### src/verilog/fir_defines.svh
`ifndef FIR_DEFINES_SVH
`define FIR_DEFINES_SVH

// sample, coefficient and bus width
`define FIR_DATA_W 16
`define FIR_TAPS 4
// 34 bits covers four full 32-bit products
`define FIR_ACC_W 34
`define FIR_ADDR_W 4

// halfword base byte addresses
`define FIR_ADDR_STATUS 4'd0
`define FIR_ADDR_RESULT 4'd2
`define FIR_ADDR_SAMPLE 4'd4
// coefficient k at 6 + 2k
`define FIR_ADDR_COEF0 4'd6
`define FIR_ADDR_RELOAD 4'd14

// status word bits
`define FIR_STATUS_BUSY_BIT 0
`define FIR_STATUS_ERR_BIT 8

`endif

### src/verilog/fir_pkg.sv
`include "fir_defines.svh"

package fir_pkg;

    // hsize pin, only byte and halfword exist on a 16-bit bus
    typedef enum logic {
        HSIZE_BYTE = 1'b0,
        HSIZE_HALF = 1'b1
    } hsize_e;

    // address phase kept for the data phase
    typedef struct packed {
        logic                   sel;
        logic [`FIR_ADDR_W-1:0] addr;
        hsize_e                 size;
        // htrans non-idle
        logic                   active;
        logic                   write;
    } ahb_req_t;

    // entry k multiplies delay tap k
    typedef logic [`FIR_TAPS-1:0][`FIR_DATA_W-1:0] coeff_bank_t;

    typedef struct packed {
        logic [`FIR_DATA_W-1:0] value;
        logic                   err;
    } fir_result_t;

    typedef enum logic [1:0] {
        FIR_IDLE,
        FIR_SHIFT,
        FIR_MAC
    } fir_state_e;

    typedef enum logic {
        LD_IDLE,
        LD_RUN
    } load_state_e;

endpackage

### src/verilog/ahb_lite_slave.sv
`timescale 1ns/100ps
`include "fir_defines.svh"

module ahb_lite_slave (
    input  logic                     clk,
    input  logic                     n_rst,
    input  logic                     hsel,
    input  logic [`FIR_ADDR_W-1:0]   haddr,
    input  fir_pkg::hsize_e          hsize,
    input  logic [1:0]               htrans,
    input  logic                     hwrite,
    input  logic [`FIR_DATA_W-1:0]   hwdata,
    output logic [`FIR_DATA_W-1:0]   hrdata,
    output logic                     hresp,
    output logic [`FIR_DATA_W-1:0]   sample_data,
    output logic                     data_ready,
    output logic                     new_coefficient_set,
    output logic [`FIR_DATA_W-1:0]   fir_coefficient,
    input  logic [1:0]               coefficient_num,
    input  logic                     coeff_done,
    input  logic                     modwait,
    input  fir_pkg::fir_result_t     result
);
    import fir_pkg::*;

    // byte table with one entry per bus address
    logic [(1 << `FIR_ADDR_W)-1:0][7:0] regs;
    ahb_req_t req_d;
    ahb_req_t req_q;
    logic addr_active;
    logic wr_ok;
    logic rd_ok;
    logic [`FIR_ADDR_W-1:0] lo_addr;
    logic [`FIR_ADDR_W-1:0] hi_addr;
    logic [`FIR_ADDR_W-1:0] coef_lo;
    logic [`FIR_DATA_W-1:0] status_word;
    logic [`FIR_DATA_W-1:0] rd_word;
    logic sample_wr;
    logic sample_wr_q;
    logic reload_wr;
    logic modwait_q;
    logic modwait_rise;

    // address phase checks see htrans only as idle or not
    assign addr_active = hsel && (htrans != 2'b00);
    // status and result are read only and byte 15 alone is not addressable
    assign hresp = addr_active &&
                   ((hwrite && (haddr < `FIR_ADDR_SAMPLE)) ||
                    ((hsize == HSIZE_BYTE) && (haddr == `FIR_ADDR_RELOAD + 4'd1)));

    always_comb begin
        req_d.sel    = hsel;
        req_d.addr   = haddr;
        req_d.size   = hsize;
        req_d.active = htrans != 2'b00;
        req_d.write  = hwrite;
    end

    always_ff @(posedge clk, negedge n_rst) begin
        if (!n_rst) begin
            req_q <= '0;
        end else begin
            // errored access never reaches the data phase
            req_q <= hresp ? '0 : req_d;
        end
    end

    // data phase decode
    assign wr_ok = req_q.sel && req_q.active && req_q.write;
    assign rd_ok = req_q.sel && req_q.active && !req_q.write;
    // aligned halfword pair
    assign lo_addr = {req_q.addr[`FIR_ADDR_W-1:1], 1'b0};
    assign hi_addr = {req_q.addr[`FIR_ADDR_W-1:1], 1'b1};

    assign sample_wr = wr_ok && (req_q.size == HSIZE_HALF) && (lo_addr == `FIR_ADDR_SAMPLE);
    // byte 14 or halfword at 14 carries bit 0 on the low lane
    assign reload_wr = wr_ok && (lo_addr == `FIR_ADDR_RELOAD) && hwdata[0];

    always_ff @(posedge clk, negedge n_rst) begin
        if (!n_rst) begin
            regs <= '0;
        end else if (wr_ok) begin
            if (req_q.size == HSIZE_HALF) begin
                regs[lo_addr] <= hwdata[7:0];
                regs[hi_addr] <= hwdata[15:8];
            end else if (req_q.addr[0]) begin
                // odd byte rides the upper lane
                regs[hi_addr] <= hwdata[15:8];
            end else begin
                regs[lo_addr] <= hwdata[7:0];
            end
        end
    end

    // strobes toward loader and datapath
    assign modwait_rise = modwait && !modwait_q;

    always_ff @(posedge clk, negedge n_rst) begin
        if (!n_rst) begin
            modwait_q           <= 1'b0;
            sample_wr_q         <= 1'b0;
            data_ready          <= 1'b0;
            new_coefficient_set <= 1'b0;
        end else begin
            modwait_q   <= modwait;
            sample_wr_q <= sample_wr;
            // new sample wins; one landing on the start edge is still pending
            if (sample_wr) begin
                data_ready <= 1'b1;
            end else if (modwait_rise && !sample_wr_q) begin
                data_ready <= 1'b0;
            end
            if (reload_wr) begin
                new_coefficient_set <= 1'b1;
            end else if (coeff_done) begin
                new_coefficient_set <= 1'b0;
            end
        end
    end

    assign sample_data = {regs[`FIR_ADDR_SAMPLE + 4'd1], regs[`FIR_ADDR_SAMPLE]};

    // coefficient lookup for the loader
    assign coef_lo = `FIR_ADDR_COEF0 + {1'b0, coefficient_num, 1'b0};
    assign fir_coefficient = {regs[coef_lo + 4'd1], regs[coef_lo]};

    always_comb begin
        status_word = '0;
        status_word[`FIR_STATUS_BUSY_BIT] = new_coefficient_set || modwait;
        status_word[`FIR_STATUS_ERR_BIT]  = result.err;
    end

    // read mux followed by lane placement
    always_comb begin
        case (lo_addr)
            `FIR_ADDR_STATUS: rd_word = status_word;
            `FIR_ADDR_RESULT: rd_word = result.value;
            `FIR_ADDR_RELOAD: rd_word = {{(`FIR_DATA_W-1){1'b0}}, new_coefficient_set};
            default:          rd_word = {regs[hi_addr], regs[lo_addr]};
        endcase
        hrdata = '0;
        if (rd_ok) begin
            if (req_q.size == HSIZE_HALF) begin
                hrdata = rd_word;
            end else if (req_q.addr[0]) begin
                hrdata[15:8] = rd_word[15:8];
            end else begin
                hrdata[7:0] = rd_word[7:0];
            end
        end
    end

    // a start request is only withdrawn once the datapath took it and still runs
    assert property (@(posedge clk) disable iff (!n_rst)
        $fell(data_ready) |-> $past(modwait) && modwait);

    // errored access is selected and leaves the table untouched
    assert property (@(posedge clk) disable iff (!n_rst)
        hresp |-> hsel ##2 $stable(regs));

endmodule

### src/verilog/coeff_loader.sv
`timescale 1ns/100ps
`include "fir_defines.svh"

module coeff_loader (
    input  logic                     clk,
    input  logic                     n_rst,
    input  logic                     new_coefficient_set,
    input  logic                     modwait,
    input  logic [`FIR_DATA_W-1:0]   fir_coefficient,
    output logic [1:0]               coefficient_num,
    output logic                     coeff_done,
    output fir_pkg::coeff_bank_t     coeff_bank
);
    import fir_pkg::*;

    load_state_e state;
    logic last_tap;

    assign last_tap = coefficient_num == 2'(`FIR_TAPS - 1);
    // pulse in the cycle the final tap is latched
    assign coeff_done = (state == LD_RUN) && last_tap;

    always_ff @(posedge clk, negedge n_rst) begin
        if (!n_rst) begin
            state           <= LD_IDLE;
            coefficient_num <= '0;
            coeff_bank      <= '0;
        end else begin
            case (state)
                LD_IDLE: begin
                    // hold off while a filter pass reads the bank
                    if (new_coefficient_set && !modwait) begin
                        state           <= LD_RUN;
                        coefficient_num <= '0;
                    end
                end
                LD_RUN: begin
                    // one tap per cycle supplied combinationally by the slave
                    coeff_bank[coefficient_num] <= fir_coefficient;
                    coefficient_num <= coefficient_num + 2'd1;
                    if (last_tap) begin
                        state <= LD_IDLE;
                    end
                end
                default: begin
                    state <= LD_IDLE;
                end
            endcase
        end
    end

    // bank holds still during a filter pass
    assert property (@(posedge clk) disable iff (!n_rst)
        modwait |=> $stable(coeff_bank));

endmodule

### src/verilog/fir_datapath.sv
`timescale 1ns/100ps
`include "fir_defines.svh"

module fir_datapath (
    input  logic                     clk,
    input  logic                     n_rst,
    input  logic                     data_ready,
    input  logic [`FIR_DATA_W-1:0]   sample_data,
    input  fir_pkg::coeff_bank_t     coeff_bank,
    output logic                     modwait,
    output fir_pkg::fir_result_t     result
);
    import fir_pkg::*;

    fir_state_e state;
    logic [1:0] tap_idx;
    // tap 0 newest
    logic [`FIR_TAPS-1:0][`FIR_DATA_W-1:0] taps;
    logic [`FIR_DATA_W-1:0] sample_hold;
    logic [2*`FIR_DATA_W-1:0] product;
    logic [`FIR_ACC_W-1:0] acc;
    logic [`FIR_ACC_W-1:0] acc_next;

    assign modwait = state != FIR_IDLE;

    // bank only read in FIR_MAC
    assign product  = coeff_bank[tap_idx] * taps[tap_idx];
    assign acc_next = acc + {{(`FIR_ACC_W - 2*`FIR_DATA_W){1'b0}}, product};

    always_ff @(posedge clk, negedge n_rst) begin
        if (!n_rst) begin
            state   <= FIR_IDLE;
            tap_idx <= '0;
            taps    <= '0;
            result  <= '0;
        end else begin
            case (state)
                FIR_IDLE: begin
                    if (data_ready) begin
                        state <= FIR_SHIFT;
                    end
                end
                FIR_SHIFT: begin
                    taps    <= {taps[`FIR_TAPS-2:0], sample_hold};
                    tap_idx <= '0;
                    state   <= FIR_MAC;
                end
                FIR_MAC: begin
                    tap_idx <= tap_idx + 2'd1;
                    if (tap_idx == 2'(`FIR_TAPS - 1)) begin
                        state        <= FIR_IDLE;
                        // upper half of the 32-bit sum, overflow above it
                        result.value <= acc_next[2*`FIR_DATA_W-1:`FIR_DATA_W];
                        result.err   <= |acc_next[`FIR_ACC_W-1:2*`FIR_DATA_W];
                    end
                end
                default: begin
                    state <= FIR_IDLE;
                end
            endcase
        end
    end

    // sample captured at start so a later bus write cannot replace it
    always_ff @(posedge clk) begin
        if ((state == FIR_IDLE) && data_ready) begin
            sample_hold <= sample_data;
        end
        if (state == FIR_SHIFT) begin
            acc <= '0;
        end else if (state == FIR_MAC) begin
            acc <= acc_next;
        end
    end

    // one shift plus four MACs per start
    assert property (@(posedge clk) disable iff (!n_rst)
        $rose(modwait) |-> modwait [*5] ##1 !modwait);

endmodule

### src/verilog/ahb_fir_top.sv
`timescale 1ns/100ps
`include "fir_defines.svh"

module ahb_fir_top (
    input  logic                     clk,
    input  logic                     n_rst,
    input  logic                     hsel,
    input  logic [`FIR_ADDR_W-1:0]   haddr,
    input  fir_pkg::hsize_e          hsize,
    input  logic [1:0]               htrans,
    input  logic                     hwrite,
    input  logic [`FIR_DATA_W-1:0]   hwdata,
    output logic [`FIR_DATA_W-1:0]   hrdata,
    output logic                     hresp
);
    import fir_pkg::*;

    // slave and loader
    logic [1:0] coefficient_num;
    logic [`FIR_DATA_W-1:0] fir_coefficient;
    logic new_coefficient_set;
    logic coeff_done;
    // loader to datapath
    coeff_bank_t coeff_bank;
    // slave and datapath
    logic [`FIR_DATA_W-1:0] sample_data;
    logic data_ready;
    logic modwait;
    fir_result_t result;

    ahb_lite_slave i_slave (
        .clk                 (clk),
        .n_rst               (n_rst),
        .hsel                (hsel),
        .haddr               (haddr),
        .hsize               (hsize),
        .htrans              (htrans),
        .hwrite              (hwrite),
        .hwdata              (hwdata),
        .hrdata              (hrdata),
        .hresp               (hresp),
        .sample_data         (sample_data),
        .data_ready          (data_ready),
        .new_coefficient_set (new_coefficient_set),
        .fir_coefficient     (fir_coefficient),
        .coefficient_num     (coefficient_num),
        .coeff_done          (coeff_done),
        .modwait             (modwait),
        .result              (result)
    );

    coeff_loader i_loader (
        .clk                 (clk),
        .n_rst               (n_rst),
        .new_coefficient_set (new_coefficient_set),
        .modwait             (modwait),
        .fir_coefficient     (fir_coefficient),
        .coefficient_num     (coefficient_num),
        .coeff_done          (coeff_done),
        .coeff_bank          (coeff_bank)
    );

    fir_datapath i_datapath (
        .clk         (clk),
        .n_rst       (n_rst),
        .data_ready  (data_ready),
        .sample_data (sample_data),
        .coeff_bank  (coeff_bank),
        .modwait     (modwait),
        .result      (result)
    );

endmodule

### config.mk
export PLATFORM = sky130hd
export DESIGN_NAME = ahb_fir_top
export DESIGN_NICKNAME = d
export VERILOG_FILES = /design/src/verilog/fir_pkg.sv /design/src/verilog/ahb_lite_slave.sv /design/src/verilog/coeff_loader.sv /design/src/verilog/fir_datapath.sv /design/src/verilog/ahb_fir_top.sv
export VERILOG_INCLUDE_DIRS = /design/src /design/src/verilog
export SDC_FILE = /design/constraint.sdc
export NUM_CORES = 1
export LEC_CHECK = 0
export BUFFER_PORTS_ARGS = -buffer_cell sky130_fd_sc_hd__buf_2
export CAP_MARGIN = 25
export CORE_MARGIN = 2
export CORE_UTILIZATION = 60
export DETAILED_ROUTE_END_ITERATION = 8
export GPL_TIMING_DRIVEN = 0
export PLACE_DENSITY = 0.77
export SKIP_LAST_GASP = 1
export SYNTH_ARGS = -nofsm -noshare
export SYNTH_HDL_FRONTEND = slang
export SYNTH_HIERARCHICAL = 1
export SYNTH_SLANG_ARGS = --single-unit
### constraint.sdc
create_clock -name clk -period 8.27 [get_ports clk]
set_clock_uncertainty 0.15 [all_clocks]
set_input_delay 0 -clock clk [delete_from_list [all_inputs] [get_ports clk]]
set_output_delay 0 -clock clk [all_outputs]
set_load 0.1 [all_outputs]
==> impl_metrics.csv, run 1 <==
group,metric,value,unit
outcome,outcome,"completed",
min_path,min_from,"htrans[1]",
grt,grt_pass1_vias,19200,
setup_path,rrSetupSlack,0.14,ns
min_path,hold_depth,4,
synthesis,ys_seq_area_share,33.1,%
grt,overflow,0,
clock_network,cts-root-buf,"clkbuf_16",
clock_network,cts.path.max_buffers,3,
synthesis,synth_top_family_by_area,"adder cells",
synthesis,synth_most_common_cell,"inv_1",
route,viasPerCell,6.00,
route,drc,0,
grt,grt_usage,33.0,%
setup_path,cp_max_fo,10,
setup_path,critical_path.startpoint,"i_datapath/tap_idx[0]",
setup_path,cpPeakStageDelay,0.75,ns
synthesis,yosys.area_share.adder,23.5,%
sta,max_slew_margin,35.1,%
setup_path,end_kind,"register",
synthesis,synthXorXnorAreaFrac,0.822,%
clock_network,clk_pin_slew_worst_paths,0.06,ns
sta,period_share,98.4,%
sta,setup_viol,0,
clock_network,cts_tree,"done",
synthesis,netlist_area,25600,µm²
synthesis,synth-seq-cells,342,
die,dieArea,44300,µm²
synthesis,async_reset_ff_share,85.4,%
die,start_util,60.9,%
synthesis,syn-num-nets,2662,
die,fp.dieW,211,µm
setup_path,cp_slowest_cell,"o21ai_1",
place,pre_cts_ws,-0.541,ns
synthesis,synth.top_cell.area_share,28.6,%
grt,grt_use_met3,5.45,%
sta,finalHoldViolCount,0,
setup_path,ff2ff_path_depth,23,
setup_path,cp-start-kind,"register",
route,dr.pass1.iters,6,
sta,slew_violations,0,
grt,gr-usage-met1,39.1,%
sta,max_freq,123,MHz
die,core,42000,µm²
die,io_pins,44,
route,initialDrtViolationCount,1131,
grt,grt_max_degree,127,
route,routed_wl,70300,µm
grt,grt_pass1_wl,109000,µm
clock_network,cts.sinks,342,
setup_path,cp_cell_sequence,"buf_4 > clkbuf_4 > mux2_2 > o21ai_1 > nor2_1 > fa_1 > fa_1 > fa_1 > fa_1 > fa_1 > inv_1 > fa_1 > inv_1 > ha_1 > a21o_1 > a21o_1 > a2111o_1 > a311oi_2 > o31ai_1 > a21oi_1 > xnor2_1 > mux2i_1 > nor2_1",
grt,busiest_layer,"met2",
cells_and_area,finish.net_count,2782,
route,ant_nets,0,
setup_path,worstPathArrival,8.47,ns
synthesis,ys.flop_type,"dfrtp_1",
place,place_hpwl,52800,µm
setup_path,path_class,"register to register",
synthesis,yosysWarnings,6,
synthesis,yosys.area_share.simple,8.65,%
setup_path,r2r-start,"i_datapath/tap_idx[0]",
clock_network,cts_max_level,2,
place,gp_congestion,0.979,
route,num_vias,17900,
clock_network,clock_latency,0.55,ns
sta,period_needed,8.13,ns
min_path,hold_path_end,"i_slave/req_q[1]",
run,maxCapViolCount,0,
grt,grtUsageMet2,56.2,%
synthesis,synth_cell_types,77,
synthesis,synth_edf_count,16,
setup_path,cp_common_cell,"fa_1",
cells_and_area,drive_above_1_share,23.5,%
synthesis,synth-compound-area-share,5.75,%
synthesis,postSynthAreaPerCell,11.2,µm²
cells_and_area,antenna_cells,0,
synthesis,synth.area.mux_share,20.6,%
clock_network,cts_made_buffers,38,
sta,fin_ws,0.135,ns
die,rows,75,
setup_path,required,8.60,ns
route,wire_per_inst,23.6,µm
synthesis,synth_area_leaders,"dfrtp_1, fa_1, mux2_2, ha_1, inv_1",
sta,grt_setup_unrepaired,"no",
synthesis,postSynthCellCount,2291,
cells_and_area,synthToLayoutAreaGrowth,10.7,%
sta,worst_slew_pin_slew,0.967,ns
min_path,min_path_type,"input port to register",
synthesis,synth_common_cells,"inv_1, dfrtp_1, mux2_2, fa_1, nand2_1",
place,io_buffers,43,
die,die_h,211,µm
grt,antenna_found_initial,0,
setup_path,r2r_end,"i_datapath/acc[26]",
synthesis,yosys.area.top_type,"dfrtp_1",
-- per-stage QoR --
stage	cell area [µm²]	instances	utilization, %	TNS (ns)	hold slack [ns]
after floorplan	25600	2291	-	0	-0.446
after global placement	26500	2873	63.0	-6.58	0.0525
after detailed placement	26500	2876	63.2	-8.17	-0.113
after CTS	28300	2977	67.2	-0.0308	0.0746
after global routing	28300	2978	67.4	0	0.144
final	28300	2978	67.4	0	0.124
-- timing repair --
| item | CTS | global route |
|---|---|---|
| hold buffers | 35 | 0 |
| buffers inserted | 0 | 1 |
| hold endpoints to repair | 429 | 0 |
| endpoints found under the setup margin | 33 | 24 |
| resized for setup | 13 | 41 |
-- layer usage --
layer / share of wire, % / up-vias / routed length, µm
li1: - / 7739 / -
met1: 37 / 9100 / 25800
met2: 49 / 777 / 34700
met3: 6.7 / 244 / 4720
met4: 7.3 / 0 / 5110
met5: 0 / - / 0
-- cells by family (layout without fill, tap and decap cells) --
logic type               count (synthesis)  in the layout
buffers and inverters                  483            631
AND/OR/NAND/NOR                        468            468
multiplexers                           411            411
adder cells (fa/ha/maj)                344            344
flip-flops                             342            342
AO/OA/AOI/OAI                          219            219
XOR/XNOR                                24             24
-- critical path, delay by kind of cell, from the launching register on --
kind            cells  cell delay [ns]
simple gates        2             0.27
buf+inv             4             0.73
xor+xnor            1             0.20
fa+ha+maj           7             3.32
compound gates      7             2.31
mux                 2             0.54
flops               1             0.51
-- flip-flops by register name, summed over array words and instances, names as in the netlist --
| signal | count |
|---|---|
| i_datapath/taps | 64 |
| i_slave/modwait_q | 1 |
| i_datapath/tap_idx | 2 |
| i_loader/coeff_bank | 64 |
| i_datapath/sample_hold | 16 |
| i_datapath/acc | 34 |
| i_slave/hi_addr | 3 |
| i_slave/data_ready | 1 |
| i_datapath/state | 2 |
| i_slave/regs | 112 |
| i_slave/req_q | 5 |
| i_loader/coefficient_num | 2 |
| i_slave/new_coefficient_set | 1 |
| i_loader/state | 1 |
| i_datapath/result | 17 |
| i_slave/sample_wr_q | 1 |
| i_slave/sample_data | 16 |
-- cell usage in the layout (no fill, tap or decap), drive strengths merged, types with 5 or more instances in the layout --
master,n
and3,6
a221oi,11
dlygate4sd3,34
o22ai,16
dfrtp,292
nor3,11
nand2,196
nor2,133
a21oi,38
inv,372
nand3,9
and2,62
o21a,30
mux2i,45
nand2b,13
nor2b,20
mux4,49
a211oi,6
clkinv,8
fa,226
o31ai,5
xor2,7
o21ai,66
edfxtp,16
bufinv,5
clkbuf,109
dfxtp,34
a31oi,5
mux2,317
a21o,11
xnor2,17
ha,118
buf,103
-- worst max path at each step --
stage                                 to  cells past startpoint
finish                i_datapath/acc[26]                     23
global route        i_datapath/result[0]                     22
CTS                   i_datapath/acc[29]                     24
detailed placement    i_datapath/acc[29]                     25
global placement      i_datapath/acc[29]                     25
floorplan             i_datapath/acc[29]                     25
-- layout make-up --
| class | instances | area (µm²) |
|---|---|---|
| Buffer | 108 | 581 |
| Tap cell | 539 | 674 |
| Sequential cell | 342 | 8470 |
| Fill cell | 3085 | 13700 |
| Clock buffer | 54 | 1110 |
| Timing Repair Buffer | 84 | 678 |
| Multi-Input combinational cell | 1466 | 15200 |
| Inverter | 371 | 1390 |
| Clock inverter | 14 | 205 |
Power of run 1 is not shown: default switching activity piles up to over one toggle a cycle in this logic, so the estimate is an artifact.
==> run 2, diff against run 1 <==
GPL_TIMING_DRIVEN = not set   (was 0)
SYNTH_HIERARCHICAL = not set   (was 1)
==> run 2 against run 1 <==
  * Final area fell by 2.8%
  * Non-clock buffer count fell by 84
  * Core utilization fell by 0.43 points
  * Clock-buffer cell count rose by 5
  * Largest cell class unchanged
  * Flip-flop and latch count did not move
==> impl_metrics.csv, run 2 <==
group,metric,value,unit
outcome,outcome,"completed",
synthesis,netlist_area,25100,µm²
sta,grt_setup_unrepaired,"no",
sta,fin_setup_tns,0,ns
clock_network,cts.sinks,342,
die,dieArea,43500,µm²
synthesis,synth_edf_count,16,
place,place_hpwl,46200,µm
sta,max_freq,127,MHz
cells_and_area,biggestRegsByFlops,"i_slave.regs x112, i_datapath.taps x64, i_loader.coeff_bank x64",
synthesis,ys_seq_area_share,33.7,%
clock_network,cts.path.max_buffers,3,
grt,grt_use_met3,5.97,%
cells_and_area,top_register,"i_slave.regs",
route,dr.pass1.iters,6,
route,wire_per_inst,21.3,µm
grt,grt_usage,30.3,%
clock_network,cts-root-buf,"clkbuf_16",
grt,antenna_found_initial,0,
setup_path,rrSetupSlack,0.39,ns
synthesis,yosys.area.top_type,"dfrtp_1",
run,maxCapViolCount,0,
route,initialDrtViolationCount,1411,
sta,setup_viol,0,
sta,slew_violations,0,
clock_network,clock_latency,0.58,ns
route,ant_nets,0,
route,routed_wl,63900,µm
setup_path,cp_slowest_cell,"dfrtp_2",
clock_network,cts_tree,"done",
clock_network,cts_made_buffers,38,
synthesis,async_reset_ff_share,85.4,%
cells_and_area,antenna_cells,0,
cells_and_area,layout_common_cells,"inv_1, dfrtp_1, nand2_1",
setup_path,path_class,"register to register",
cells_and_area,final_common_cell,"inv_1",
cells_and_area,multi_input_area,14900,µm²
die,io_pins,44,
synthesis,syn-num-nets,2777,
place,post-place-cells,2901,
grt,grtUsageMet2,50.1,%
setup_path,worstPathArrival,8.14,ns
setup_path,cp_max_fo,29,
sta,finalHoldViolCount,0,
synthesis,synth.top_cell.area_share,29.1,%
route,num_vias,18100,
place,io_buffers,43,
die,rows,74,
setup_path,critical_path.startpoint,"i_datapath.tap_idx[1]",
synthesis,synth_common_cells,"inv_1, dfrtp_1, nand2_1, fa_1, mux2_2",
die,start_util,61.1,%
cells_and_area,synthToLayoutAreaGrowth,9.47,%
grt,overflow,0,
synthesis,postSynthCellCount,2407,
synthesis,ys.flop_type,"dfrtp_1",
setup_path,critPathBufInv,5,
setup_path,crit_family,"adder cells",
min_path,min_path_type,"input port to asynchronous set/reset pin",
synthesis,yosysWarnings,0,
setup_path,end_kind,"register",
clock_network,post_cts_buffers,0,
cells_and_area,finalInstanceArea,27500,µm²
synthesis,synth_cell_types,69,
clock_network,cts_max_level,2,
synthesis,synth-seq-cells,342,
die,core,41100,µm²
grt,gr-usage-met1,40.3,%
setup_path,r2r-start,"i_datapath.tap_idx[1]",
die,fp.dieW,209,µm
sta,fin_hold_ws,0.00328,ns
route,drc,0,
grt,busiest_layer,"met2",
clock_network,clk_pin_slew_worst_paths,0.06,ns
setup_path,cpPeakStageDelay,0.58,ns
setup_path,cp_common_cell,"fa_1",
place,dpl_cell_area,25900,µm²
cells_and_area,finish.net_count,2813,
cells_and_area,largest_reg_flops,112,
sta,period_needed,7.88,ns
sta,period_share,95.3,%
grt,grt_pass1_vias,18900,
grt,grt_pass1_wl,102000,µm
die,die_h,209,µm
place,gp_congestion,0.919,
synthesis,synth_most_common_cell,"inv_1",
grt,grt_max_degree,163,
setup_path,ff2ff_path_depth,23,
cells_and_area,seq_area,8480,µm²
sta,max_slew_margin,30.1,%
setup_path,cp-start-kind,"register",
setup_path,r2r_end,"i_datapath.acc[28]",
sta,worst_slew_pin_slew,1.05,ns
synthesis,postSynthAreaPerCell,10.4,µm²
setup_path,cp_cell_sequence,"buf_12 > mux2_2 > o21ai_1 > nor2_1 > fa_1 > inv_1 > fa_1 > inv_1 > fa_1 > inv_1 > fa_1 > fa_1 > fa_1 > inv_1 > ha_1 > nand3_1 > a2111oi_0 > a41oi_1 > a21oi_1 > o21bai_2 > a21oi_1 > mux2i_1 > o311ai_0",
cells_and_area,fin_cells,3000,
cells_and_area,n_fill_cell,3060,
synthesis,synth_area_leaders,"dfrtp_1, fa_1, mux2_2, ha_1, inv_1",
cells_and_area,drive_above_1_share,16.7,%
setup_path,required,8.53,ns
route,viasPerCell,6.04,
-- run 2: area by class of cell --
cell class / count / share of cell area (%)
clock inverters: 6 / 0.537
multi-input cells: 1594 / 54.2
repair buffers: 108 / 3.12
inverters: 359 / 4.90
clock buffers: 59 / 4.04
well taps: 532 / 2.42
flip-flops and latches: 342 / 30.8
-- run 2: per-stage QoR --
stage | setup slack [ns] | utilization, %
after detailed placement | 0.382 | 63.0
after global placement | 0.619 | 63.0
final | 0.390 | 66.9
after floorplan | 1.17 | -
after CTS | 0.372 | 66.9
after global routing | 0.0832 | 66.9
-- run 2: worst register-to-register path: cells and delay by family (launching register included) --
| family | cells | cell delay [ns] |
|---|---|---|
| simple gates | 2 | 0.38 |
| buf+inv | 5 | 0.47 |
| compound gates | 7 | 2.03 |
| flops | 1 | 0.58 |
| fa+ha+maj | 7 | 3.47 |
| mux | 2 | 0.63 |
-- run 2: repair_timing --
action	in CTS	in global routing
endpoints found under the hold margin	267	0
resized for setup	0	1
hold buffers	33	0
setup endpoints to repair	0	2
-- run 2: worst max-delay path by stage --
stage,endpoint,slack (ns),cells after the start
floorplan,i_datapath.acc[26],1.17,24
global placement,i_datapath.acc[28],0.62,22
detailed placement,i_datapath.acc[28],0.38,22
CTS,i_datapath.acc[28],0.37,22
global route,i_datapath.acc[28],0.08,24
finish,i_datapath.acc[28],0.39,23
-- run 2: logic make-up (layout without fill, tap and decap cells) --
kind of cell / after synthesis / after routing / synth area share [%]
adder cells (fa/ha/maj): 343 / 343 / 23.8
buffers and inverters: 471 / 532 / 7.07
AND/OR/NAND/NOR: 596 / 596 / 10.6
flip-flops: 342 / 342 / 33.7
AO/OA/AOI/OAI: 296 / 296 / 7.12
XOR/XNOR: 25 / 25 / 0.871
multiplexers: 334 / 334 / 16.8
-- run 2: metal layers --
metal | up-vias | share of wire, %
met2 | 769 | 49
li1 | 7939 | -
met1 | 9269 | 40
met4 | 0 | 3.4
met3 | 140 | 7.8
met5 | - | 0
Power of run 2 is left out for the same reason.
